<file path="config.mk">
export PLATFORM = sky130hd
export DESIGN_NAME = ws28xx_mmio
export DESIGN_NICKNAME = d
export VERILOG_FILES = /design/src/rtl/ws28xx_pkg.sv /design/src/rtl/ws28xx_mmio.sv
export SDC_FILE = /design/constraint.sdc
export NUM_CORES = 1
export LEC_CHECK = 0
export BUFFER_PORTS_ARGS = -buffer_cell sky130_fd_sc_hd__buf_2
export CAP_MARGIN = 25
export CORE_MARGIN = 2
export CORE_UTILIZATION = 48
export CTS_CLUSTER_DIAMETER = 50
export DETAILED_ROUTE_END_ITERATION = 12
export PLACE_DENSITY = 0.85
export SYNTH_ARGS = -nofsm -noshare
export SYNTH_HDL_FRONTEND = slang
export SYNTH_SLANG_ARGS = --single-unit
</file>
<file path="constraint.sdc">
create_clock -name clk_i -period 1.8 [get_ports clk_i]
set_clock_uncertainty 0.2 [all_clocks]
set_input_delay 0.09 -clock clk_i [delete_from_list [all_inputs] [get_ports clk_i]]
set_output_delay 0.09 -clock clk_i [all_outputs]
set_load 0.05 [all_outputs]
</file>
<file path="src/rtl/ws28xx_pkg.sv">
/* WS28xx controller definitions */
package ws28xx_pkg;

    // Host bus.
    localparam int addr_width = 12;
    localparam int data_width = 32;

    // Pixel storage and serial format.
    localparam int pix_depth    = 256;
    localparam int pixel_width  = 24;
    localparam int latch_cycles = 64;

    // Pixel FIFO between reader and encoder.
    localparam int fifo_depth     = 4;
    localparam int fifo_ptr_width = $clog2(fifo_depth);
    localparam int fifo_cnt_width = $clog2(fifo_depth + 1);

    typedef logic [$clog2(pix_depth)-1:0] pix_idx_t;
    typedef logic [pixel_width-1:0]       pixel_t;
    typedef logic [7:0]                   bit_time_t;

    typedef enum logic [1:0] {
        ctrl0 = 2'd0,
        ctrl1 = 2'd1,
        ctrl2 = 2'd2,
        count = 2'd3
    } reg_idx_t;

    // Same layout as the ctrl2 register.
    typedef struct packed {
        bit_time_t t1l;
        bit_time_t t1h;
        bit_time_t t0l;
        bit_time_t t0h;
    } timing_t;

    typedef struct packed {
        logic     en;
        pix_idx_t addr;
        pixel_t   data;
    } pix_wr_t;

endpackage

</file>
<file path="src/rtl/ws28xx_mmio.sv">
/* WS28xx register block */
`timescale 1ns/1ps

module ws28xx_mmio (
    input  logic                                clk_i,
    input  logic                                rst_n_i,

    input  logic                                wr_en_i,
    input  logic [ws28xx_pkg::addr_width-1:0]   wr_addr_i,
    input  logic [ws28xx_pkg::data_width-1:0]   wr_data_i,

    input  logic                                rd_en_i,
    input  logic [ws28xx_pkg::addr_width-1:0]   rd_addr_i,
    output logic [ws28xx_pkg::data_width-1:0]   rd_data_o,

    input  logic                                frame_done_i,

    output ws28xx_pkg::pix_wr_t                 pix_wr_o,
    output ws28xx_pkg::timing_t                 timing_o,
    output ws28xx_pkg::pix_idx_t                count_o,
    output logic                                run_o,
    output logic                                start_o
);

    ws28xx_pkg::reg_idx_t wr_idx;
    ws28xx_pkg::reg_idx_t rd_idx;
    ws28xx_pkg::timing_t  timing_q;
    ws28xx_pkg::pix_idx_t count_q;
    logic                 run_q;
    logic                 sync_q;
    logic                 sync_prev_q;
    logic                 done_q;
    logic                 frame_done_q;
    logic                 reg_wr;
    logic                 sync_wr;
    logic [ws28xx_pkg::data_width-1:0] rd_mux;

    assign wr_idx  = ws28xx_pkg::reg_idx_t'(wr_addr_i[3:2]);
    assign rd_idx  = ws28xx_pkg::reg_idx_t'(rd_addr_i[3:2]);
    assign reg_wr  = wr_en_i && !wr_addr_i[10];
    assign sync_wr = reg_wr && wr_idx == ws28xx_pkg::ctrl1 && wr_data_i[0];

    // Address bit 10 selects the pixel memory.
    assign pix_wr_o.en   = wr_en_i && wr_addr_i[10];
    assign pix_wr_o.addr = wr_addr_i[9:2];
    assign pix_wr_o.data = wr_data_i[ws28xx_pkg::pixel_width-1:0];

    always_comb begin
        rd_mux = '0;
        case (rd_idx)
            ws28xx_pkg::ctrl0: begin
                rd_mux[ws28xx_pkg::data_width-1] = done_q;
                rd_mux[0]                        = run_q;
            end
            ws28xx_pkg::ctrl1: rd_mux[0] = sync_q;
            ws28xx_pkg::ctrl2: rd_mux = timing_q;
            default:           rd_mux[$bits(count_q)-1:0] = count_q;
        endcase
    end

    always_ff @(posedge clk_i or negedge rst_n_i) begin
        if (!rst_n_i) begin
            rd_data_o    <= '0;
            timing_q     <= '0;
            count_q      <= '0;
            run_q        <= 1'b0;
            sync_q       <= 1'b0;
            sync_prev_q  <= 1'b0;
            done_q       <= 1'b0;
            frame_done_q <= 1'b0;
        end else begin
            frame_done_q <= frame_done_i;
            sync_prev_q  <= sync_q;
            if (rd_en_i) begin
                rd_data_o <= rd_mux;
            end
            if (reg_wr) begin
                case (wr_idx)
                    ws28xx_pkg::ctrl0: run_q    <= wr_data_i[0];
                    ws28xx_pkg::ctrl2: timing_q <= wr_data_i;
                    ws28xx_pkg::count: count_q  <= wr_data_i[$bits(count_q)-1:0];
                    default: begin
                    end
                endcase
            end
            // Sync only takes effect while the pipeline runs.
            if (!run_q) begin
                sync_q <= 1'b0;
            end else if (sync_wr) begin
                sync_q <= 1'b1;
            end else if (frame_done_q) begin
                sync_q <= 1'b0;
            end
            if (sync_wr) begin
                done_q <= 1'b0;
            end else if (frame_done_q) begin
                done_q <= 1'b1;
            end
        end
    end

    assign start_o  = sync_q && !sync_prev_q;
    assign run_o    = run_q;
    assign timing_o = timing_q;
    assign count_o  = count_q;

    // A frame starts only once run has been stable for a cycle.
    assert property (@(posedge clk_i) disable iff (!rst_n_i)
        $rose(start_o) |-> run_o && $past(run_o));

endmodule

</file>
* Word level (Yosys, flattened, before mapping)
Index checks and enable logic that the tools add are counted.
Widths: inputs -> output; s select.
** Operators by class
- Equal/unequal tests :: 6
- Mux-type cells :: 9
- Reduce and logical (&&, ||, !) cells :: 14
** Operators with widths (number)
- $mux 23 :: 1
- $pmux 7 s2 :: 1
- $eq 2x2->1 const B :: 3
- $reduce_and 2->1 :: 3
- $logic_and 1x1->1 :: 5
- $mux 1 :: 5
- $eq 2x1->1 const B :: 2
- $logic_not 2->1 :: 2
- $ne 3x1->1 const B :: 1
- $pmux 1 s3 :: 1
- $logic_not 1->1 :: 2
- $pmux 1 s2 :: 1
- $reduce_bool 2->1 :: 1
- $reduce_or 2->1 :: 1
** Storage, ports and cells
- Output and inout bits :: 107
- Flip-flop bits (word level) :: 77

* Logic depth before layout (Yosys ltp)
Gate-level depths: netlist (run 1).
- Depth after elaboration :: 6
- Mapped depth :: 4
- Depth with buffers taken out :: 3

* Worst setup path after synthesis (run 1)
Ideal clock, no wire load.
- Kind :: reg-to-reg
- Start :: register count_q[0], in the netlist count_o[0]
- End :: register rd_data_o[0] (netlist name)
- Required time :: 1476 ps
- Clock period less this slack :: 1374 ps
- Path slack :: 426 ps
- Stages on the path, launching flop included :: 4
- Arrival :: 1050 ps
- Setup time :: 124 ps
- Path buffers :: 0
- Cells stage by stage :: dfrtp_1 > mux2i_1 > nor2_1 > a211o_1
** On the way
- Cells in the longest elaborated chain, start to end :: 1
** Ends and longest elaborated chain
- start: declaration :: RTL line ws28xx_mmio.sv:28 : ws28xx_pkg::pix_idx_t count_q;
- start signal: assignment :: RTL line ws28xx_mmio.sv:81 : ws28xx_pkg::count: count_q <= wr_data_i[$bits(count_q)-1:0];
- $pmux 1 s3 :: RTL line ws28xx_mmio.sv:50 : case (rd_idx)
- end signal: assignment :: RTL line ws28xx_mmio.sv:75 : rd_data_o <= rd_mux;
- end: declaration :: RTL line ws28xx_mmio.sv:14 : output logic [ws28xx_pkg::data_width-1:0] rd_data_o,
Every way passes these cells.
A chain may end at the register's enable or synchronous reset.

* Worst setup path after layout (run 1)
- Start :: input wr_en_i
- End :: register sync_q
** On the way
- Cells in the longest elaborated chain, start to end :: 5
- Elaborated cells on any way between the ends :: 6
** Ends and longest elaborated chain
- start: declaration :: RTL line ws28xx_mmio.sv:8 : input logic wr_en_i,
- $logic_and 1x1->1 (*) :: RTL line ws28xx_mmio.sv:40 : assign reg_wr = wr_en_i && !wr_addr_i[10];
- $logic_and 1x1->1 (*) (2 in a row) :: RTL line ws28xx_mmio.sv:41 : assign sync_wr = reg_wr && wr_idx == ws28xx_pkg::ctrl1 && wr_data_i[0];
- $mux 1 :: RTL line ws28xx_mmio.sv:89 : end else if (sync_wr) begin
- $mux 1 :: RTL line ws28xx_mmio.sv:87 : if (!run_q) begin
- end signal: assignment :: RTL line ws28xx_mmio.sv:88 : sync_q <= 1'b0;
- end signal: assignment :: RTL line ws28xx_mmio.sv:90 : sync_q <= 1'b1;
- end signal: assignment :: RTL line ws28xx_mmio.sv:92 : sync_q <= 1'b0;
- end: declaration :: RTL line ws28xx_mmio.sv:30 : logic sync_q;
Every way passes the cells marked *; elsewhere a longest branch is shown, timed or not.

==> results of run 1 <==
report_power, final:
| group | internal, uW | switching [uW] | leakage (uW) | total (uW) |
|---|---|---|---|---|
| sequential | 2010 | 205 | 0.000970 | 2220 |
| clock | 781 | 607 | 0.000107 | 1390 |
| combinational | 548 | 1490 | 0.00120 | 2040 |
critical path, delay by kind of cell:
family          cells  cell delay, ps
buf+inv             3            1290
compound gates      1             160
simple gates        2             280
cell type report:
type                    count  share of cell area (%)
well taps                  77                    2.18
clock inverters             6                    1.95
flip-flops and latches     77                    43.5
clock buffers              10                    2.88
inverters                   1                  0.0848
repair buffers            192                    27.8
multi-input cells         100                    21.6
placed cells by master (no fill, tap or decap), drive strengths merged, types with 3 or more instances in the layout:
master / netlist / routed
buf: 38 / 147
dfrtp: 77 / 77
dlygate4sd3: 0 / 45
mux2: 41 / 41
a22o: 23 / 23
mux2i: 10 / 10
clkbuf: 3 / 10
o2bb2ai: 7 / 7
nor2: 4 / 4
nand2: 3 / 3
nor3: 3 / 3
clkinv: 1 / 3
timing repair:
item                       in CTS  in global routing
resized for setup               0                  2
hold endpoints to repair      129                  0
buffers inserted                0                  0
setup endpoints to repair       0                  2
hold buffers                   45                  0
state kept, by name, summed over array words and instances (netlist names):
name,count
sync_prev_q,1
run_o,1
done_q,1
sync_q,1
frame_done_q,1
timing_o,32
count_o,8
rd_data_o,32
routing by layer:
| layer | vias up | part of all wire, % | global-route usage (%) |
|---|---|---|---|
| met4 | 0 | 1.7 | 7.22 |
| met5 | - | 0 | 0 |
| met3 | 16 | 6.5 | 6.42 |
| li1 | 1077 | - | - |
| met2 | 123 | 53 | 39.1 |
| met1 | 1171 | 39 | 25.9 |
worst max-delay path by stage:
stage                           start                  endpoint  slack (ps)  depth (start not counted)
2_1_floorplan  count_o[0]$_DFFE_PN0P_  rd_data_o[0]$_DFFE_PN0P_         430                          3
3_3_place_gp            wr_addr_i[10]  timing_o[21]$_DFFE_PN0P_         230                          5
3_5_place_dp            wr_addr_i[10]  timing_o[30]$_DFFE_PN0P_         200                          5
4_1_cts                       wr_en_i        sync_q$_DFFE_PN0P_          70                          6
5_1_grt                       wr_en_i        sync_q$_DFFE_PN0P_          20                          6
6_report                      wr_en_i        sync_q$_DFFE_PN0P_          40                          6
kinds of logic (layout without fill, tap and decap cells):
kind of cell	Yosys count	count (layout)	synth area share, %
flip-flops	77	77	60.6
AND/OR/NAND/NOR	16	16	3.19
AO/OA/AOI/OAI	33	33	9.01
buffers and inverters	42	209	9.56
multiplexers	51	51	17.7
stage by stage:
step / total power (uW) / hold WS (ps)
after floorplan: 3730 / -406
after global placement: 4130 / -115
after detailed placement: 4180 / -111
after CTS: 5700 / 1.49
after global routing: 5900 / 21.4
final: 5640 / 20.1
==> flow_results.org, run 1 <==
** Run status
- Result of the run :: completed

** Yosys
- In the synthesized netlist the async set-or-reset flop fraction comes to 100%.
- Synth warn :: 0
- In the post-synthesis netlist, the biggest area contributors are sky130_fd_sc_hd__dfrtp_1 61%, sky130_fd_sc_hd__mux2_2 15%, sky130_fd_sc_hd__buf_4 7.6%, sky130_fd_sc_hd__a22o_1 6.3%, sky130_fd_sc_hd__mux2i_1 3.1%.
- Number of library cell types mapped by synthesis :: 21
- Total of flip-flops plus latches after synthesis :: 77
- Among all flip-flop cells after synthesis, the most frequent one is sky130_fd_sc_hd__dfrtp_1.
- In this run the biggest area consumer among cell types represents 60.6% of the synthesized area.
- Combined area of all synthesized cells :: 0.00318 mm2
- Gate count after technology mapping :: 219
- Most common cell in the synthesized netlist :: sky130_fd_sc_hd__dfrtp_1
- Summed over all instances, the cell type with the most area after synthesis is sky130_fd_sc_hd__dfrtp_1.
- Sequential element share of the synthesized area :: 60.6%
- Counting every net in the synthesized netlist gives 280.
- The commonest cells after synthesis are 77 x sky130_fd_sc_hd__dfrtp_1, 41 x sky130_fd_sc_hd__mux2_2, 32 x sky130_fd_sc_hd__buf_4, 23 x sky130_fd_sc_hd__a22o_1, 10 x sky130_fd_sc_hd__mux2i_1.
- Averaged over all synthesized cells, the footprint is 14.5 um2.
- The synthesized design contains 0 enable-type register cells.

** Worst setup path
- In this run the critical register-to-register path is launched from count_o[0]$_DFFE_PN0P_.
- Arrival time at the worst endpoint :: 1830 ps
- The setup path with the least slack is of type input port to register.
- Worst path max stage delay :: 590 ps
- Ordered cell list for the critical path :: dlygate4sd3_1 -> buf_2 -> nand2b_4 -> dlygate4sd3_1 -> nor3_2 -> o21a_1
- Among the stages of the critical path, the cell type that occurs most often is sky130_fd_sc_hd__dlygate4sd3_1.
- For this design, the slowest cell found on the critical path is sky130_fd_sc_hd__dlygate4sd3_1.
- Of all nets on the critical path, the largest fanout is 3.
- Required time at the worst-slack endpoint :: 1870 ps
- The worst setup path is captured at a register.
- Worst setup SP type :: input port
- The number of cells on the worst reg-to-reg path is 3.
- Minimum setup slack among reg-to-reg paths :: 620 ps
- Endpoint of the most critical register-to-register path :: rd_data_o[0]$_DFFE_PN0P_

** Floorplan
- Core area :: 0.00639 mm2
- 168 I/O pins were placed.
- Measured along the x axis, the die boundary spans 85.4 um.
- Number of core rows :: 29
- Measured along the y axis, the die boundary spans 85.4 um.
- Starting density of the core :: 49.8%
- The floorplan step defined a die boundary enclosing 0.00729 mm2.

** Clocking
- Inserted Clock Buffers :: 9
- Root cell of the clock tree :: sky130_fd_sc_hd__clkbuf_8
- After clock tree synthesis, the clock-pin slew on the worst setup and hold paths is 70 ps.
- CTS max path bufs :: 2
- TritonCTS built the clock tree.
- Skew-Pair Late Insertion Delay :: 330 ps
- Number of H-tree branching levels :: 3
- The tree built by TritonCTS fans out to 77 sinks.

** Timing
- The number of pins exceeding their max-slew limit in the final report is 0.
- Derived from the worst setup path, the maximum achievable clock frequency is 0.569 GHz.
- For the final routed database, the setup TNS stands at 0 ps.
- Minimum period implied by the final worst setup slack :: 1760 ps
- Fin. Hold Viols :: 0
- Final cycle utilization of the critical path :: 97.7%
- Transition time of the tightest slew-check pin :: 565 ps
- Measured against its own limit, the worst slew margin works out to 62.1%.
- Setup ws final :: 41.3 ps
- Setup violations remaining at the end of the flow were counted as 0.
- Setup repair after global routing left no endpoint under its margin.

** Global route
- Entering global routing, the biggest net connects 41 pins.
- Global routing finished with a remaining overflow of 0.
- The number of antenna violations at the first check in global routing came to 0.
- Via count of the first global-routing pass :: 2550
- Global-route wire length before repair :: 12500 um
- Tot GR Track Use :: 22.2%

** Placed design
- Placed Instance Area :: 0.00375 mm2
- Final estimated routing congestion in global placement :: 0.828
- Once detailed placement completed, the half-perimeter wirelength came to 4970 um.
- Number of input and output port buffers inserted :: 142
- Worst Setup Slack post-DPL :: 199 ps
- Counting tap cells, the placed design contains a total of 402 instances.

** Routing
- Vias/cell :: 5.16
- Number of DRC markers after the initial detailed-route iteration :: 55
- Number of detailed-routing iterations run before antenna repair :: 4
- Residual DRC count :: 0
- Across all layers, the routed design uses 2387 vias.
- Dividing the detail-routed wire length by the instance count gives 17.0 um.
- Post-Route WL :: 7890 um
- Antenna violation net count after detailed routing :: 0

** Pwr
- Power spread over the standard cell area amounts to 1270 mW/mm2.
- Peak supply drop :: 0.816 mV
- P_leak :: 0.00227 uW

** Finish
- Registers take 0.00193 mm2.
- Final layout net count :: 442
- P&R area growth vs syn :: 39.2%
- Counting the fill cells in the layout gives 446.
- Proportion of layout cells with a drive suffix above 1 :: 53.6%
- Summed area of non-filler cells in the final layout :: 0.00443 mm2
- Final cell count without fillers :: 463
- The number of antenna diodes in the final layout is 0.
- Summing all multi-input logic gate instances after layout gives 957 um2.
- Cells fill 69.3% of the core in the end.

** Min path
- Hold Path Cell Cnt :: 2
- The min-delay analysis places its worst path in the category input port to register.
- The startpoint identified for the worst hold timing path is rd_addr_i[2].
- Hold Path End :: rd_data_o[31]$_DFFE_PN0P_

** Flow run
- Number of maximum-capacitance constraint violations :: 0
(Power assumes the default switching activity.)
==> inputs of run 2 (changes only) <==
==> constraint.sdc (replaced) <==
create_clock -name clk_i -period 1.8 [get_ports clk_i]
set_clock_uncertainty 0.2 [all_clocks]
set_input_delay 0.36 -clock clk_i [delete_from_list [all_inputs] [get_ports clk_i]]
set_output_delay 0.36 -clock clk_i [all_outputs]
set_load 0.05 [all_outputs]
==> flow_results.org, run 2 (synthesized netlist as in run 1, its figures left out) <==
** Run status
- The run finished with clean final reports.

** Clocking
- Counting along the longest clock path gives a buffer depth of 2.
- The clock reaches the later pin of the worst-skew pair after 330 ps.
- The H-tree was split into 3 levels.
- Clock-pin slew was measured on the worst setup and hold paths at 80 ps.
- TritonCTS built the clock tree.
- Inserted Clock Buffers :: 9
- Number of setup buffers added after CTS :: 0
- Post-CTS sizing :: 0
- The clock drives 77 sinks.
- CTS placed an instance of sky130_fd_sc_hd__clkbuf_8 at the clock tree root.
- Cts-stage hold buffer count :: 2

** Placed design
- The HPWL after detailed placement is 5140 um.
- Counting tap cells, the placed design contains a total of 410 instances.
- Number of input and output port buffers inserted :: 142
- At the end of routability-driven placement, the weighted congestion stood at 0.786.
- Worst Setup Slack post-DPL :: -6.23 ps

** Timing
- Achievable frequency :: 0.590 GHz
- Worst Hold Slack :: 50.1 ps
- The number of failing hold endpoints at the final stage is 0.
- Setup repair after global routing left no endpoint under its margin.
- Final cycle utilization of the critical path :: 94.2%
- The number of pins exceeding their max-slew limit in the final report is 0.
- Measured against its own limit, the worst slew margin works out to 64.6%.
- Minimum period implied by the final worst setup slack :: 1700 ps
- Across all setup checks in the final design, the least slack found is 104 ps.
- Setup violators final :: 0
- Transition time of the tightest slew-check pin :: 532 ps

** Floorplan
- 168 I/O pins were placed.
- Die footprint :: 0.00729 mm2
- The die is 85.4 um wide.
- Number of core rows :: 29
- Vertical extent of the die :: 85.4 um
- The region available for standard cell placement spans 0.00639 mm2.
- For this configuration, the core starts out at a cell density of 49.8%.

** Routing
- In the routed design, unresolved DRC markers number 0.
- The pre-antenna-repair detailed-routing pass consisted of 4 iterations.
- In this run the remaining antenna-violating nets after routing total 0.
- Dividing the detail-routed via count by the number of cells gives 5.19.
- After detailed routing, the average wire length per cell comes to 16.3 um.
- The routed layout has 2222 vias.
- In this run, the number of DRC markers left after iteration 0 of detailed routing was 67.
- Post-Route WL :: 6960 um

** Worst setup path
- Worst path max stage delay :: 390 ps
- The slowest stage of the critical path belongs to the cell sky130_fd_sc_hd__dfrtp_1.
- Type of the setup path with the least slack :: register to primary output
- In this run the critical register-to-register path is captured at rd_data_o[0]$_DFFE_PN0P_.
- The number of cells on the worst reg-to-reg path is 3.
- Required time at the worst-slack endpoint :: 1240 ps
- Critical path endpoint category :: primary output
- STA puts the critical path data arrival time at 1140 ps.
- Reg-to-Reg Start :: count_o[0]$_DFFE_PN0P_
- The signal on the critical path passes through nor2b_1 -> buf_2.
- In this run the worst path has a maximum fanout of 4.
- Across all register-to-register paths, the minimum setup slack is 630 ps.
- The worst setup path is launched from a register.

** Pwr
- Peak supply drop :: 0.786 mV
- For this design the static power due to leakage is 0.00212 uW.
- The clock network accounts for 23.2% of the total power.
- Power density cells :: 1340 mW/mm2
- Cell internal power was estimated by the tool at 3150 uW.
- Reported net switching power :: 2250 uW
- Post-layout power :: 5400 uW
- Reg power frac :: 41.0%
- Combinational Power Share :: 35.9%
- Of the total power, the share spent switching nets is 41.7%.

** Global route
- Maximum number of pins on one net before global-route repair :: 43
- The number of global-route vias before repair was 2270.
- Tot GR Track Use :: 19.8%
- The number of antenna violations at the first check in global routing came to 0.
- Total congestion overflow after global routing :: 0
- Global-route wire length before repair :: 11100 um

** Finish
- Fraction of the core area covered by cells at the end of the flow :: 63.2%
- Excluding fillers, the count of instances in the completed layout stands at 428.
- ANT cells :: 0
- The area growth from synthesis to layout is 26.8%.
- Most common library cell in the layout ignoring fill and taps :: sky130_fd_sc_hd__buf_2
- Leading cell types in the layout, fill and taps excluded :: 141 x sky130_fd_sc_hd__buf_2, 77 x sky130_fd_sc_hd__dfrtp_1, 41 x sky130_fd_sc_hd__mux2_2
- In the final layout, the share of cells above drive strength 1 is 61.0%.
- After the last flow step, the layout net total stands at 407.

** Flow run
- Number of maximum-capacitance constraint violations :: 0

** Min path
- Min-Delay Startpoint :: wr_data_i[25]
- Hold Path Cell Cnt :: 2
- In this run the worst hold path is classified as input port to register.
- The path with the worst hold slack has its endpoint at timing_o[25]$_DFFE_PN0P_.
run 2: cell types whose count changed in the layout (fill, tap and decap cells not counted), sizes merged:
cell | before | now
inv | 1 | 0
clkinv | 3 | 4
dlygate4sd3 | 45 | 2
bufinv | 2 | 1
buf | 147 | 155
clkinvlp | 1 | 2
run 2: layer usage:
layer  vias to the layer above  GRT usage (%)  wire length [um]
met5                         -              0                 0
met2                       106           32.8              3410
li1                       1010              -                 -
met4                         0           8.95                67
met1                      1099           24.6              3000
met3                         7           4.86               478
run 2: layout make-up:
cell class | count | area, um2
fillers | 509 | 2350
well taps | 77 | 96.3
flip-flops and latches | 77 | 1930
multi-input cells | 100 | 952
clock buffers | 10 | 128
clock inverters | 6 | 63.8
inverters | 1 | 3.75
repair buffers | 157 | 863
run 2: critical path: cells and delay by family (launching register included):
kind,cells,cell delay [ps]
DFF,1,390
and+or+nand+nor,1,150
buffers and inverters,1,270
run 2: worst max path at each step:
stage / cells after the start / to / slack [ps] / from
after floorplan: 4 / timing_o[0]$_DFFE_PN0P_ / 170 / wr_addr_i[10]
after detailed placement: 5 / timing_o[16]$_DFFE_PN0P_ / -6 / wr_addr_i[10]
after global routing: 2 / start_o / 10 / sync_q$_DFFE_PN0P_
final: 2 / start_o / 100 / sync_q$_DFFE_PN0P_
after global placement: 4 / rd_data_o[14]$_DFFE_PN0P_ / -120 / rd_addr_i[3]
after CTS: 2 / start_o / 70 / sync_q$_DFFE_PN0P_
run 2: metrics by stage:
stage               setup TNS, ps  cell area (um2)
global route                    0             4030
detailed placement          -12.1             3820
CTS                             0             4030
global placement            -2550             3810
finish                          0             4030
floorplan                       0             3180
run 2: power by group through the flow:
stage | logic (uW) | clock network (uW) | registers, uW
5_1_grt | 2020 | 1370 | 2250
3_3_place_gp | 1920 | 0 | 2220
4_1_cts | 1950 | 1300 | 2210
2_1_floorplan | 515 | 0 | 3220
6_report | 1940 | 1250 | 2210
3_5_place_dp | 1950 | 0 | 2240
==> inputs of run 3 (changes only) <==
==> constraint.sdc (replaced) <==
create_clock -name clk_i -period 2.1 [get_ports clk_i]
set_clock_uncertainty 0.2 [all_clocks]
set_input_delay 0.42 -clock clk_i [delete_from_list [all_inputs] [get_ports clk_i]]
set_output_delay 0.42 -clock clk_i [all_outputs]
set_load 0.1 [all_outputs]
==> flow_results.org, run 3 (synthesized netlist as in run 1, its figures left out) <==
** Finish
- Leading cell types in the layout, fill and taps excluded :: 141 x sky130_fd_sc_hd__buf_2, 77 x sky130_fd_sc_hd__dfrtp_1, 41 x sky130_fd_sc_hd__mux2_2
- The library cell used most frequently in the layout, excluding fill and tap cells, is sky130_fd_sc_hd__buf_2.
- Final layout net count :: 402
- 0 antenna diodes ended up in the layout.
- Fraction of the core area covered by cells at the end of the flow :: 63.4%
- Relative to the synthesized area, the layout overhead comes to 27.4%.
- Leaving out filler cells and counting taps, the final layout contains 423.
- In the final layout, the share of cells above drive strength 1 is 60.7%.

** Flow run
- Number of maximum-capacitance constraint violations :: 0

** Floorplan
- Number of core rows :: 29
- Measured along the y axis, the die boundary spans 85.4 um.
- After floorplanning, the core was sized to cover 0.00639 mm2.
- Floorplan die width :: 85.4 um
- 168 I/O pins were placed.
- Starting density of the core :: 49.8%
- The die covers 0.00729 mm2.

** Worst setup path
- Critical path endpoint category :: primary output
- Of all nets on the critical path, the largest fanout is 4.
- STA classifies the critical path startpoint as a register.
- Arrival time at the worst endpoint :: 1310 ps
- Data on the critical path is required at its endpoint by 1480 ps.
- The critical path is of the register to primary output type.

** Timing
- Minimum period implied by the final worst setup slack :: 1930 ps
- Fin. Hold Viols :: 0
- Static timing analysis puts the maximum clock frequency at 0.519 GHz.
- Transition time of the tightest slew-check pin :: 508 ps
- Relative slew slack :: 66.4%
- Setup violators final :: 0
- On the final layout, the worst hold slack is 108 ps.
- Final sum of negative setup slack :: 0 ps
- The number of pins exceeding their max-slew limit in the final report is 0.
- After layout, the worst path uses 91.7% of the clock period.
- Setup repair after global routing left no endpoint under its margin.

** Placed design
- After detailed placement, the design holds a cell count of 405.
- HPWL after detailed placement :: 4700 um
- Final estimated routing congestion in global placement :: 0.749
- Number of input and output port buffers inserted :: 142

** Min path
- The worst hold path belongs to the class input port to register.

** Routing
- Antenna violation net count after detailed routing :: 0
- Post-Route WL :: 6410 um
- Number of vias in the routed layout :: 2152
- Number of detailed-routing iterations run before antenna repair :: 4
- Number of DRC markers after the initial detailed-route iteration :: 56
- Dividing the detail-routed wire length by the instance count gives 15.2 um.
- Vias/cell :: 5.09
- Residual DRC count :: 0

** Clocking
- Clk pin slew, worst setup/hold paths :: 80 ps
- Skew-Pair Late Insertion Delay :: 330 ps
- The clock net in this run drives a total of 77 sinks.
- Clock tree synthesis inserted a total of 9 buffers.
- In this run the post-CTS setup repair buffer count came out at 0.
- TritonCTS built the clock tree.
- CTS max path bufs :: 2
- The tree is rooted in a sky130_fd_sc_hd__clkbuf_8.
- In this run, post-CTS repair resized a total of 0 instances.
- Number of H-tree branching levels :: 3

** Global route
- Initial antenna violation count :: 0
- Via count of the first global-routing pass :: 2148
- Global routing consumed, over all layers together, 18.3% of the routing resources.
- Maximum number of pins on one net before global-route repair :: 36
- Total congestion overflow after global routing :: 0
- Global-route wire length before repair :: 10300 um

** Pwr
- Peak supply drop :: 1.04 mV
- Proportion of total power due to net switching :: 50.2%
- Combinational Power Share :: 45.7%
- Design internal power :: 2930 uW
- P_leak :: 0.00212 uW
- The clock network burns 22.2% of the power.
- The analysis attributes to net switching a power of 2950 uW.
- For this design the ratio of total power to cell area is 1450 mW/mm2.
- Registers are responsible for 32.1% of the overall power.

** Run status
- The run finished with clean final reports.
==> run 3: repair_timing <==
action	4_1_cts	5_1_grt
setup endpoints to repair	0	0
hold buffers	2	0
endpoints found under the hold margin	22	0
==> run 3: power by group through the flow <==
stage / registers (uW) / clock network [uW] / logic, uW
floorplan: 3670 / 0 / 576
global placement: 1900 / 0 / 2680
detailed placement: 1920 / 0 / 2700
CTS: 1890 / 1340 / 2710
global route: 1920 / 1400 / 2760
finish: 1890 / 1310 / 2690
==> run 3: final timing paths <==
kind | end | slack [ps] | cells past startpoint | from
max in group asynchronous | timing_o[24]$_DFFE_PN0P_ | 820 | 3 | rst_n_i
min | timing_o[30]$_DFFE_PN0P_ | 110 | 2 | wr_data_i[30]
max reg2reg | rd_data_o[0]$_DFFE_PN0P_ | 940 | 3 | count_o[0]$_DFFE_PN0P_
min in group asynchronous | count_o[1]$_DFFE_PN0P_ | 310 | 2 | rst_n_i
max | start_o | 170 | 2 | sync_q$_DFFE_PN0P_
min reg2reg | sync_prev_q$_DFF_PN0_ | 240 | 0 | sync_q$_DFFE_PN0P_
==> run 3: per-layer routing <==
layer | GRT usage, % | vias to the layer above | share of wire (%)
li1 | - | 999 | -
met1 | 23.1 | 1048 | 43
met2 | 29.4 | 97 | 48
met3 | 6.42 | 8 | 7.9
met4 | 6.06 | 0 | 1.2
met5 | 0 | - | 0
==> run 3: worst max-delay path, cell delays in order, from the launching register on <==
cell and delay, ps:
sky130_fd_sc_hd__dfrtp_1 390, sky130_fd_sc_hd__nor2b_2 160, sky130_fd_sc_hd__buf_2 430
==> run 3: area by class of cell <==
cell class	count	area [um2]
well taps	77	96.3
repair buffers	152	831
inverters	1	3.75
clock buffers	10	128
multi-input cells	100	955
clock inverters	6	111
flip-flops and latches	77	1930
fillers	505	2330
==> run 3: metrics by stage <==
step           total power, uW  worst slack (ps)  cell area [um2]
6_report                  5890               174             4050
5_1_grt                   6090               121             4050
4_1_cts                   5930               158             4050
3_5_place_dp              4620               207             3790
3_3_place_gp              4580               226             3790
2_1_floorplan             4250               298             3180
